--- config.mk ---
export PLATFORM = sky130hd
export DESIGN_NAME = hbm_bist
export DESIGN_NICKNAME = d
export VERILOG_FILES = /design/src/hbm_bist_pkg.sv /design/src/hbm_read_engine.sv /design/src/hbm_write_engine.sv /design/src/hbm_bist.sv
export SDC_FILE = /design/constraint.sdc
export NUM_CORES = 1
export LEC_CHECK = 0
export ABC_AREA = 1
export BUFFER_PORTS_ARGS = -buffer_cell sky130_fd_sc_hd__buf_2
export CAP_MARGIN = 20
export CORE_AREA = 5 5 302 304
export CTS_CLUSTER_DIAMETER = 50
export DETAILED_ROUTE_END_ITERATION = 8
export DIE_AREA = 0 0 307 309
export GPL_TIMING_DRIVEN = 0
export PLACE_DENSITY = 0.37
export SLEW_MARGIN = 20
export SYNTH_ARGS = -nofsm -noshare
export SYNTH_HDL_FRONTEND = slang
export SYNTH_SLANG_ARGS = --single-unit
--- constraint.sdc ---
create_clock -name axi_aclk -period 1.76 [get_ports axi_aclk]
set_input_delay 0.088 -clock axi_aclk [delete_from_list [all_inputs] [get_ports axi_aclk]]
set_output_delay 0.088 -clock axi_aclk [all_outputs]
set_load 0.005 [all_outputs]
--- src/hbm_bist_pkg.sv ---
package hbm_bist_pkg;

    ////////////////////////////////////////////////////////////////////////////
    // AXI4 port widths of one HBM pseudo channel
    ////////////////////////////////////////////////////////////////////////////

    localparam int AXI_ADDR_W = 33;
    localparam int AXI_DATA_W = 256;
    localparam int AXI_STRB_W = AXI_DATA_W / 8;    // One strobe per byte lane

    typedef logic [AXI_ADDR_W-1:0] axi_addr_t;
    typedef logic [AXI_DATA_W-1:0] axi_data_t;
    typedef logic [AXI_STRB_W-1:0] axi_strb_t;
    typedef logic [3:0]            axi_len_t;     // Beats minus one
    typedef logic [2:0]            axi_size_t;    // Log2 of bytes per beat
    typedef logic [1:0]            axi_burst_t;
    typedef logic [5:0]            axi_id_t;

    // Status counters seen by the host
    typedef logic [31:0] count_t;

    // Which engines run; any other code leaves both idle
    typedef enum logic [2:0]
    {
        MODE_READ  = 3'd0,
        MODE_WRITE = 3'd1,
        MODE_BOTH  = 3'd2
    } bist_mode_t;

    ////////////////////////////////////////////////////////////////////////////
    // Fixed burst shape and traffic constants
    ////////////////////////////////////////////////////////////////////////////

    localparam int         BEATS_PER_BURST = 16;
    localparam axi_len_t   AXI_LEN         = axi_len_t'(BEATS_PER_BURST - 1);
    localparam axi_size_t  BEAT_SIZE       = 3'd5;           // 32 bytes per beat
    localparam axi_burst_t BURST_INCR      = 2'b01;

    localparam logic [31:0] DATA_PATTERN = 32'ha5a5_a5a5;  // Repeated across the beat

    // Each port gets its own 256 MB window
    localparam axi_addr_t PORT_STRIDE  = 33'h1000_0000;
    // Low five address bits are ignored by the controller, keep it 32-byte aligned
    localparam axi_addr_t WRITE_OFFSET = 33'h100;

endpackage

--- src/hbm_read_engine.sv ---
module hbm_read_engine #(
    parameter int unsigned bist_num       = 0,     // Port index
    parameter int unsigned bursts_per_run = 15
) (
    input  logic                     axi_aclk,
    input  logic                     axi_aresetn,

    input  logic                     start,
    input  hbm_bist_pkg::bist_mode_t mode,

    // Read address channel
    output hbm_bist_pkg::axi_addr_t  axi_araddr,
    output hbm_bist_pkg::axi_len_t   axi_arlen,
    output hbm_bist_pkg::axi_size_t  axi_arsize,
    output hbm_bist_pkg::axi_burst_t axi_arburst,
    output hbm_bist_pkg::axi_id_t    axi_arid,
    output logic                     axi_arvalid,
    input  logic                     axi_arready,

    // Read data channel, payload is dropped
    input  logic                     axi_rvalid,
    input  logic                     axi_rlast,
    output logic                     axi_rready,

    output hbm_bist_pkg::count_t     total_reads,
    output hbm_bist_pkg::count_t     read_ticks
);
    import hbm_bist_pkg::*;

    localparam int unsigned BURST_W = (bursts_per_run > 1) ? $clog2(bursts_per_run) : 1;
    localparam logic [BURST_W-1:0] LAST_BURST = BURST_W'(bursts_per_run - 1);

    localparam axi_addr_t READ_BASE = axi_addr_t'(bist_num) * PORT_STRIDE;

    typedef enum logic [1:0] {ST_IDLE, ST_ADDR, ST_DATA} state_t;

    state_t             state;
    state_t             state_nxt;
    logic [BURST_W-1:0] burst_cnt;      // Bursts done in this run

    logic rd_en;
    logic beat_acc;
    logic last_acc;
    logic run_done;

    ////////////////////////////////////////////////////////////////////////////
    // Constant burst description
    ////////////////////////////////////////////////////////////////////////////

    assign axi_araddr  = READ_BASE;
    assign axi_arlen   = AXI_LEN;
    assign axi_arsize  = BEAT_SIZE;
    assign axi_arburst = BURST_INCR;
    assign axi_arid    = '0;

    assign rd_en = start && ((mode == MODE_READ) || (mode == MODE_BOTH));

    assign axi_arvalid = (state == ST_ADDR);
    assign axi_rready  = (state == ST_DATA);   // Held for the whole burst

    assign beat_acc = axi_rvalid && axi_rready;
    assign last_acc = beat_acc && axi_rlast;
    assign run_done = last_acc && (burst_cnt == LAST_BURST);

    ////////////////////////////////////////////////////////////////////////////
    // Burst FSM
    ////////////////////////////////////////////////////////////////////////////

    always_comb
    begin
        state_nxt = state;
        case (state)
            ST_IDLE:
                if (rd_en)
                    state_nxt = ST_ADDR;
            ST_ADDR:
                if (!rd_en)
                    state_nxt = ST_IDLE;        // Stop right away
                else if (axi_arready)
                    state_nxt = ST_DATA;
            ST_DATA:
                if (!rd_en)
                    state_nxt = ST_IDLE;
                else if (last_acc)
                    state_nxt = ST_ADDR;        // Next burst, same address
            default:
                state_nxt = ST_IDLE;
        endcase
    end

    always_ff @(posedge axi_aclk)
    begin
        if (!axi_aresetn)
            state <= ST_IDLE;
        else
            state <= state_nxt;
    end

    ////////////////////////////////////////////////////////////////////////////
    // Run, beat and tick counters
    ////////////////////////////////////////////////////////////////////////////

    always_ff @(posedge axi_aclk)
    begin
        if (!axi_aresetn)
        begin
            burst_cnt   <= '0;
            total_reads <= '0;
            read_ticks  <= '0;
        end
        else if (run_done)
        begin
            // Run complete, start the next one from zero
            burst_cnt   <= '0;
            total_reads <= '0;
            read_ticks  <= '0;
        end
        else
        begin
            if (last_acc)
                burst_cnt <= burst_cnt + 1'b1;
            if (beat_acc)
                total_reads <= total_reads + 1'b1;
            if (axi_arvalid || axi_rready)
                read_ticks <= read_ticks + 1'b1;   // Active cycle
        end
    end

endmodule

--- src/hbm_write_engine.sv ---
module hbm_write_engine #(
    parameter int unsigned bist_num       = 0,     // Port index
    parameter int unsigned bursts_per_run = 15
) (
    input  logic                     axi_aclk,
    input  logic                     axi_aresetn,

    input  logic                     start,
    input  hbm_bist_pkg::bist_mode_t mode,

    // Write address channel
    output hbm_bist_pkg::axi_addr_t  axi_awaddr,
    output hbm_bist_pkg::axi_len_t   axi_awlen,
    output hbm_bist_pkg::axi_size_t  axi_awsize,
    output hbm_bist_pkg::axi_burst_t axi_awburst,
    output hbm_bist_pkg::axi_id_t    axi_awid,
    output logic                     axi_awvalid,
    input  logic                     axi_awready,

    // Write data channel
    output hbm_bist_pkg::axi_data_t  axi_wdata,
    output hbm_bist_pkg::axi_strb_t  axi_wstrb,
    output logic                     axi_wlast,
    output logic                     axi_wvalid,
    input  logic                     axi_wready,

    // Write response channel
    input  logic                     axi_bvalid,
    output logic                     axi_bready,

    output hbm_bist_pkg::count_t     total_writes,
    output hbm_bist_pkg::count_t     write_ticks
);
    import hbm_bist_pkg::*;

    localparam int unsigned BURST_W = (bursts_per_run > 1) ? $clog2(bursts_per_run) : 1;
    localparam logic [BURST_W-1:0] LAST_BURST = BURST_W'(bursts_per_run - 1);

    localparam axi_addr_t WRITE_BASE = axi_addr_t'(bist_num) * PORT_STRIDE + WRITE_OFFSET;

    typedef enum logic [1:0] {ST_IDLE, ST_FIRST, ST_BEATS, ST_RESP} state_t;

    state_t             state;
    state_t             state_nxt;
    logic               aw_done;        // Address taken, first beat may still wait
    logic               w_done;         // First beat taken, address may still wait
    axi_len_t           beat_cnt;       // Beats accepted in this burst
    logic [BURST_W-1:0] burst_cnt;

    logic wr_en;
    logic aw_acc;
    logic w_acc;
    logic aw_ok;
    logic w_ok;
    logic last_acc;
    logic b_acc;
    logic run_done;

    ////////////////////////////////////////////////////////////////////////////
    // Constant burst description and payload
    ////////////////////////////////////////////////////////////////////////////

    assign axi_awaddr  = WRITE_BASE;
    assign axi_awlen   = AXI_LEN;
    assign axi_awsize  = BEAT_SIZE;
    assign axi_awburst = BURST_INCR;
    assign axi_awid    = '0;

    assign axi_wdata = {(AXI_DATA_W / 32){DATA_PATTERN}};
    assign axi_wstrb = '1;                      // Full beats only

    assign wr_en = start && ((mode == MODE_WRITE) || (mode == MODE_BOTH));

    // Each valid drops on its own after the transfer
    assign axi_awvalid = (state == ST_FIRST) && !aw_done;
    assign axi_wvalid  = ((state == ST_FIRST) && !w_done) || (state == ST_BEATS);
    assign axi_wlast   = axi_wvalid && (beat_cnt == AXI_LEN);
    assign axi_bready  = (state == ST_RESP);

    assign aw_acc   = axi_awvalid && axi_awready;
    assign w_acc    = axi_wvalid && axi_wready;
    assign aw_ok    = aw_done || aw_acc;
    assign w_ok     = w_done || w_acc;
    assign last_acc = w_acc && axi_wlast;
    assign b_acc    = axi_bvalid && axi_bready;
    assign run_done = b_acc && (burst_cnt == LAST_BURST);

    ////////////////////////////////////////////////////////////////////////////
    // Burst FSM
    ////////////////////////////////////////////////////////////////////////////

    always_comb
    begin
        state_nxt = state;
        case (state)
            ST_IDLE:
                if (wr_en)
                    state_nxt = ST_FIRST;
            ST_FIRST:
                if (aw_ok && w_ok)
                    state_nxt = ST_BEATS;
            ST_BEATS:
                if (last_acc)
                    state_nxt = ST_RESP;
            ST_RESP:
                // Start is only looked at between bursts
                if (b_acc)
                    state_nxt = wr_en ? ST_FIRST : ST_IDLE;
            default:
                state_nxt = ST_IDLE;
        endcase
    end

    always_ff @(posedge axi_aclk)
    begin
        if (!axi_aresetn)
        begin
            state   <= ST_IDLE;
            aw_done <= 1'b0;
            w_done  <= 1'b0;
        end
        else
        begin
            state <= state_nxt;
            if ((state == ST_FIRST) && !(aw_ok && w_ok))
            begin
                aw_done <= aw_ok;
                w_done  <= w_ok;
            end
            else
            begin
                aw_done <= 1'b0;
                w_done  <= 1'b0;
            end
        end
    end

    ////////////////////////////////////////////////////////////////////////////
    // Beat position, run and status counters
    ////////////////////////////////////////////////////////////////////////////

    always_ff @(posedge axi_aclk)
    begin
        if (!axi_aresetn)
            beat_cnt <= '0;
        else if (last_acc)
            beat_cnt <= '0;
        else if (w_acc)
            beat_cnt <= beat_cnt + 1'b1;
    end

    always_ff @(posedge axi_aclk)
    begin
        if (!axi_aresetn)
        begin
            burst_cnt    <= '0;
            total_writes <= '0;
            write_ticks  <= '0;
        end
        else if (run_done)
        begin
            burst_cnt    <= '0;                  // Fresh run
            total_writes <= '0;
            write_ticks  <= '0;
        end
        else
        begin
            if (b_acc)
                burst_cnt <= burst_cnt + 1'b1;
            if (w_acc)
                total_writes <= total_writes + 1'b1;
            if (axi_awvalid || axi_wvalid || axi_bready)
                write_ticks <= write_ticks + 1'b1;
        end
    end

endmodule

--- src/hbm_bist.sv ---
module hbm_bist #(
    parameter int unsigned bist_num       = 0,     // Port index, selects the address window
    parameter int unsigned bursts_per_run = 15
) (
    input  logic                     axi_aclk,
    input  logic                     axi_aresetn,

    // Control
    input  logic                     start,        // Level, runs while high
    input  hbm_bist_pkg::bist_mode_t mode,

    // Status
    output hbm_bist_pkg::count_t     total_reads,
    output hbm_bist_pkg::count_t     total_writes,
    output hbm_bist_pkg::count_t     read_ticks,
    output hbm_bist_pkg::count_t     write_ticks,

    ////////////////////////////////////////////////////////////////////////////
    // AXI4 master port
    ////////////////////////////////////////////////////////////////////////////

    output hbm_bist_pkg::axi_addr_t  axi_awaddr,
    output hbm_bist_pkg::axi_len_t   axi_awlen,
    output hbm_bist_pkg::axi_size_t  axi_awsize,
    output hbm_bist_pkg::axi_burst_t axi_awburst,
    output hbm_bist_pkg::axi_id_t    axi_awid,
    output logic                     axi_awvalid,
    input  logic                     axi_awready,

    output hbm_bist_pkg::axi_data_t  axi_wdata,
    output hbm_bist_pkg::axi_strb_t  axi_wstrb,
    output logic                     axi_wlast,
    output logic                     axi_wvalid,
    input  logic                     axi_wready,

    input  logic                     axi_bvalid,
    output logic                     axi_bready,

    output hbm_bist_pkg::axi_addr_t  axi_araddr,
    output hbm_bist_pkg::axi_len_t   axi_arlen,
    output hbm_bist_pkg::axi_size_t  axi_arsize,
    output hbm_bist_pkg::axi_burst_t axi_arburst,
    output hbm_bist_pkg::axi_id_t    axi_arid,
    output logic                     axi_arvalid,
    input  logic                     axi_arready,

    input  hbm_bist_pkg::axi_data_t  axi_rdata,    // Sink, read data is not checked
    input  logic                     axi_rlast,
    input  logic                     axi_rvalid,
    output logic                     axi_rready
);

    // Read channels
    hbm_read_engine #(
        .bist_num       (bist_num),
        .bursts_per_run (bursts_per_run)
    ) i_read_engine (
        .axi_aclk    (axi_aclk),
        .axi_aresetn (axi_aresetn),
        .start       (start),
        .mode        (mode),
        .axi_araddr  (axi_araddr),
        .axi_arlen   (axi_arlen),
        .axi_arsize  (axi_arsize),
        .axi_arburst (axi_arburst),
        .axi_arid    (axi_arid),
        .axi_arvalid (axi_arvalid),
        .axi_arready (axi_arready),
        .axi_rvalid  (axi_rvalid),
        .axi_rlast   (axi_rlast),
        .axi_rready  (axi_rready),
        .total_reads (total_reads),
        .read_ticks  (read_ticks)
    );

    // Write channels
    hbm_write_engine #(
        .bist_num       (bist_num),
        .bursts_per_run (bursts_per_run)
    ) i_write_engine (
        .axi_aclk     (axi_aclk),
        .axi_aresetn  (axi_aresetn),
        .start        (start),
        .mode         (mode),
        .axi_awaddr   (axi_awaddr),
        .axi_awlen    (axi_awlen),
        .axi_awsize   (axi_awsize),
        .axi_awburst  (axi_awburst),
        .axi_awid     (axi_awid),
        .axi_awvalid  (axi_awvalid),
        .axi_awready  (axi_awready),
        .axi_wdata    (axi_wdata),
        .axi_wstrb    (axi_wstrb),
        .axi_wlast    (axi_wlast),
        .axi_wvalid   (axi_wvalid),
        .axi_wready   (axi_wready),
        .axi_bvalid   (axi_bvalid),
        .axi_bready   (axi_bready),
        .total_writes (total_writes),
        .write_ticks  (write_ticks)
    );

endmodule

# ---- Yosys cells after proc, flatten, opt, wreduce, memory -nomap -nowiden
# Index checks and enable logic that the tools add are counted.
dict set report classes {
  n_bitwise 1
  muxes 12
  addsub 7
  n_eq_ne 17
  reduce_logical 35
}
# cell n
set ops {}
lappend ops {{$add A32 B1 Y32 const B} 4}
lappend ops {{$mux W2} 9}
lappend ops {{$logic_and A1 B1 Y1} 15}
lappend ops {{$add A4 B1 Y4 const B} 3}
lappend ops {{$eq A4 B4 Y1 const B} 3}
lappend ops {{$logic_or A1 B1 Y1} 8}
lappend ops {{$ne A2 B1 Y1 const B} 4}
lappend ops {{$pmux W2 S4} 1}
lappend ops {{$eq A2 B2 Y1 const B} 3}
lappend ops {{$ne A3 B3 Y1 const B} 2}
lappend ops {{$pmux W2 S3} 1}
lappend ops {{$reduce_or A2 Y1} 3}
lappend ops {{$eq A2 B1 Y1 const B} 2}
lappend ops {{$logic_not A2 Y1} 2}
lappend ops {{$reduce_and A4 Y1} 1}
lappend ops {{$eq A3 B1 Y1 const B} 1}
lappend ops {{$eq A3 B2 Y1 const B} 1}
lappend ops {{$logic_not A1 Y1} 3}
lappend ops {{$logic_not A3 Y1} 1}
lappend ops {{$reduce_and A3 Y1} 1}
lappend ops {{$ne A2 B2 Y1 const B} 1}
lappend ops {{$reduce_and A2 Y1} 1}
lappend ops {{$mux W1} 1}
lappend ops {{$not A1 Y1} 1}
dict set report totals {
  word_cells 83
  reg_bits 146
}

# ---- Depth between registers and ports, before layout
dict set report depth {
  word_depth 9
  depth_mapped 12
  mapped_depth_nobuf 12
}

# ---- Hierarchy
# A second synthesis with hierarchy kept.
dict set report unflattened {
  hier_cells 1634
  hier_area_um2 10941.7
}
# module n_inst cells_per_inst area_each_um2
set by_module_without_submodules {}
lappend by_module_without_submodules {hbm_write_engine 1 988 6740.2}
lappend by_module_without_submodules {hbm_read_engine 1 646 4201.5}

# ---- Worst setup path before layout
# No wires, ideal clock.
dict set report synth_timing {
  path_kind {register to register}
  from {register i_read_engine.state[0]}
  to {register i_read_engine.read_ticks[14]}
  arrival_time_ps 1596
  path_buffers 1
  period_less_slack_ps 1713
  path_slack_ps 47
  stages_incl_launch_ff 13
  t_required_ps 1643
  path_cell_list {dfxtp_1 inv_1 ha_1 buf_4 nand2_2 nor2_1 inv_1 nor2_4 nand2_1 inv_1 nand2_1 xor2_1 nor2_1}
}
dict set report synth_via {
  elab_chain_len 5
  elab_cells_between_ends 7
  cone_classes {2 x eq/ne; 5 x reduce/logical}
}
# element line_no
set synth_lines {}
lappend synth_lines {{from (decl)} hbm_read_engine.sv:37} ;# state_t state;
lappend synth_lines {{from (signal assigned)} hbm_read_engine.sv:96} ;# state <= state_nxt;
lappend synth_lines {{$eq A2 B2 Y1} hbm_read_engine.sv:59} ;# assign axi_rready = (state == ST_DATA);
lappend synth_lines {{$logic_and A1 B1 Y1} hbm_read_engine.sv:61} ;# assign beat_acc = axi_rvalid && axi_rready;
lappend synth_lines {{$logic_and A1 B1 Y1} hbm_read_engine.sv:62} ;# assign last_acc = beat_acc && axi_rlast;
lappend synth_lines {{$logic_and A1 B1 Y1} hbm_read_engine.sv:63} ;# assign run_done = last_acc && (burst_cnt == LAST_BURST);
lappend synth_lines {{$reduce_or A2 Y1 (no source line)} n/a}
lappend synth_lines {{to (signal assigned)} hbm_read_engine.sv:125} ;# read_ticks <= read_ticks + 1'b1;
lappend synth_lines {{to (decl)} hbm_read_engine.sv:26} ;# output hbm_bist_pkg::count_t read_ticks
# Several ways; a longest one is shown, not always the timed one.
# A chain may end at the register's enable or synchronous reset.

# ---- Worst setup path after layout
dict set report layout_timing {
  from {register i_read_engine.state[1]}
  to {register i_read_engine.read_ticks[30]}
}
# Same word-level chain as after synthesis.

==> results.py <==
metrics = {
    "detailed_routing": {
        "detail-route-antenna-nets": 0,
        "drt-wirelength-per-cell_um": 11.38,
        "dr_wl_met3_um": 4440,
        "highest_layer": "met4",
        "m1WireLength_um": 17520,
        "route.met2.wl_um": 15690,
        "vias": 10125,
        "wl_um": 38250,
        "drcViolationCount": 0,
        "viasPerCell": 3.012,
        "drtIter0Drc": 419,
        "dr.pass1.iters": 4,
    },
    "logic_synthesis": {
        "ys_seq_area_share_pct": 27.14,
        "synth_fa_ha_area_share_pct": 2.092,
        "synth_top_area_share_pct": 27.14,
        "synth_area_mm2": 0.01077,
        "synth_xor_area_share_pct": 1.871,
        "synthFlopType": "dfxtp_1",
        "synth_compound_area_share_pct": 5.833,
        "syn_inst": 1596,
        "synth_edf_count": 0,
        "synthArstFlopShare_pct": 0,
        "yosysWarnings": 0,
        "yosysTopAreaCell": "dfxtp_1",
        "synth_simple_gate_area_share_pct": 29.44,
        "synth_top_family_by_area": "buffers and inverters",
        "synthDistinctLibCells": 39,
        "synthTopCellsByArea": "dfxtp_1, buf_4, nand2_1, nor2_1, inv_1",
        "ys_seq_elements": 146,
        "yosys-mux-area-fraction_pct": 0,
        "avgSynthCellArea_um2": 6.747,
    },
    "power_and_ir_drop": {
        "swShare_pct": 31.54,
        "power.density_mw_per_mm2": 681.3,
        "p_int_w": 0.007426,
        "p_clk_share_pct": 38.7,
        "p_comb_share_pct": 28.3,
        "pwr-share-seq_pct": 33.0,
        "vdd_drop_max_v": 0.0007521,
        "p_sw_w": 0.003421,
        "p_leak_nw": 7.803,
    },
    "timing": {
        "fin_worst_skew_ns": 0.01339,
        "fin_setup_tns_ns": -0.1191,
        "worst_slew_pin_slew_ns": 0.5255,
        "finalHoldViolations": 0,
        "max_freq_mhz": 550.9,
        "fin_crit_sh_pct": 103.1,
        "final.setup.worst_slack_ns": -0.05525,
        "final_max_slew_viol_count": 0,
        "setup_viol": 4,
        "slew_headroom_pct": 64.70,
        "grt_setup_unrepaired": "true",
        "period_needed_ns": 1.815,
    },
    "global_routing": {
        "grt_pass1_wl_um": 55810,
        "grt_max_degree": 17,
        "grt_usage_pct": 7.716,
        "grt_pass1_vias": 9290,
        "grt_overflow": 0,
        "antenna_found_initial": 4,
    },
    "status": {
        "status": "complete, but fails checks",
        "violations": "negative setup slack",
    },
    "die": {
        "start_util_pct": 12.24,
        "die_y_um": 309,
        "row_count": 109,
        "die_area_mm2": 0.09486,
        "core-area_mm2": 0.08797,
        "die_w_um": 307,
        "pin_count": 786,
    },
    "place": {
        "gp_congestion": 0.7727,
        "place_hpwl_um": 31190,
        "portBuffers": 145,
        "placed_area_mm2": 0.01439,
    },
    "setup_path": {
        "path_cells": "inv_4 > ha_4 > clkinvlp_4 > buf_4 > nor3_2 > nand2_1 > nor2_4 > nand4_1 > nand2_1 > nor2_1",
        "crit_fanout": 4,
        "arrival_ns": 2.20,
        "crit_family": "simple AND/OR/NAND/NOR gates",
        "worst_ep_required_time_ns": 2.14,
        "crit_type": "reg -> reg",
        "r2r_setup_slack_ns": -0.06,
        "cpPeakStageDelay_ns": 0.38,
        "crit_top_cell": "nand2_1",
        "crit_path_end_kind": "flop",
        "start_kind": "flop",
        "slowest_stage": "dfxtp_4",
        "crit_buf_inv": 3,
    },
    "cts": {
        "clock_path_buffers": 2,
        "clkLatencyLatePin_ns": 0.49,
        "cts_tree": "built",
        "clock-sinks": 146,
        "cts.clk_slew.worst_paths_ns": 0.07,
        "cts_buffers": 17,
        "ctsHtreeMaxLevel": 4,
        "cts-root-buf": "clkbuf_16",
    },
    "final_layout": {
        "mostFrequentLayoutCells": "buf_4, conb_1, nand2_1",
        "nets": 2469,
        "nFillCells": 10069,
        "final_common_cell": "buf_4",
        "syn_to_final_growth_pct": 47.86,
        "final_cell_area_mm2": 0.01592,
        "drive_gt1_share_pct": 32.62,
    },
    "worst_hold_path": {
        "hp-class": "in -> reg",
    },
    "flow_run": {
        "drv_cap": 0,
    },
}
[power groups by stage]
stage	Sequential, W	Clock, W	Combinational, W
after floorplan	0.00358	0	0.00167
after global placement	0.00361	0	0.00229
after detailed placement	0.00361	0	0.00227
after CTS	0.00356	0.00444	0.00286
after global routing	0.00360	0.00451	0.00339
final	0.00358	0.00419	0.00307
[worst paths after layout]
path	end	startpoint	depth (start not counted)
max	i_read_engine.read_ticks[30]	i_read_engine.state[1]	10
min	i_write_engine.state[0]	mode[2]	6
max reg2reg	i_read_engine.read_ticks[30]	i_read_engine.state[1]	10
min reg2reg	i_write_engine.beat_cnt[2]	i_write_engine.beat_cnt[2]	2
[per-layer routing]
metal | vias up | GRT usage, %
li1 | 5440 | -
met1 | 4254 | 10.24
met2 | 401 | 10.97
met3 | 30 | 3.677
met4 | 0 | 2.586
met5 | - | 0
[state kept, by name, summed over array words and instances (netlist names)]
name / cells
i_write_engine.write_ticks: 32
i_write_engine.w_done: 1
i_read_engine.state: 2
i_read_engine.burst_cnt: 4
i_write_engine.burst_cnt: 4
i_read_engine.read_ticks: 32
i_write_engine.total_writes: 32
i_write_engine.beat_cnt: 4
i_read_engine.total_reads: 32
i_write_engine.aw_done: 1
i_write_engine.state: 2
[through the flow]
| stage | instances | total power [W] | hold slack [ns] | setup slack (ns) | utilization [%] |
|---|---|---|---|---|---|
| floorplan | 1978 | 0.005252 | 0.2085 | 0.04660 | - |
| finish | 3361 | 0.01085 | 0.1045 | -0.05525 | 18.10 |
| detailed placement | 3288 | 0.005882 | 0.4236 | -0.8562 | 16.35 |
| global placement | 3288 | 0.005900 | 0.4111 | -0.8421 | 16.35 |
| global route | 3360 | 0.01150 | 0.09701 | -0.1433 | 18.10 |
| CTS | 3348 | 0.01086 | 0.02203 | -0.06501 | 17.75 |
[worst register-to-register path, delay by kind of cell, from the launching register on]
| kind | cells | cell delay (ns) |
|---|---|---|
| fa+ha+maj | 1 | 0.34 |
| simple gates | 6 | 0.63 |
| buf+inv | 3 | 0.36 |
| flops | 1 | 0.38 |
[what timing repair did]
item / 4_1_cts / 5_1_grt
pin swaps: 14 / 18
hold buffers: 6 / 0
buffers inserted: 23 / 11
gates cloned: 1 / 1
gates resized for setup: 93 / 60
endpoints found under the hold margin: 17 / 0
endpoints found under the setup margin: 133 / 127
[cells by family after synthesis]
logic type	after synthesis
AO/OA/AOI/OAI	118
XOR/XNOR	23
adder cells (fa/ha/maj)	18
buffers and inverters	572
flip-flops	146
other	2
AND/OR/NAND/NOR	717
[Yosys cell counts (16+ instances only)]
master	instances
dfxtp_1	146
buf_4	385
nand4_1	44
o21ai_0	42
nand2_1	297
xor2_1	16
inv_1	169
nand3_1	93
nor2_1	218
nor3_1	21
ha_1	18
a21oi_1	59
[final cells by class]
class / instances / area [µm²] / share of cell area (%)
Tap cell: 1165 / 1458 / 9.155
Clock buffer: 18 / 429.2 / 2.695
Timing Repair Buffer: 186 / 1117 / 7.018
Buffer: 399 / 3078 / 19.33
Antenna cell: 1 / 2.502 / 0.01572
Inverter: 172 / 671.9 / 4.220
Clock inverter: 13 / 210.2 / 1.320
Sequential cell: 146 / 2939 / 18.46
Multi-Input combinational cell: 1261 / 6016 / 37.78
Power figures use the tool's default switching activity.
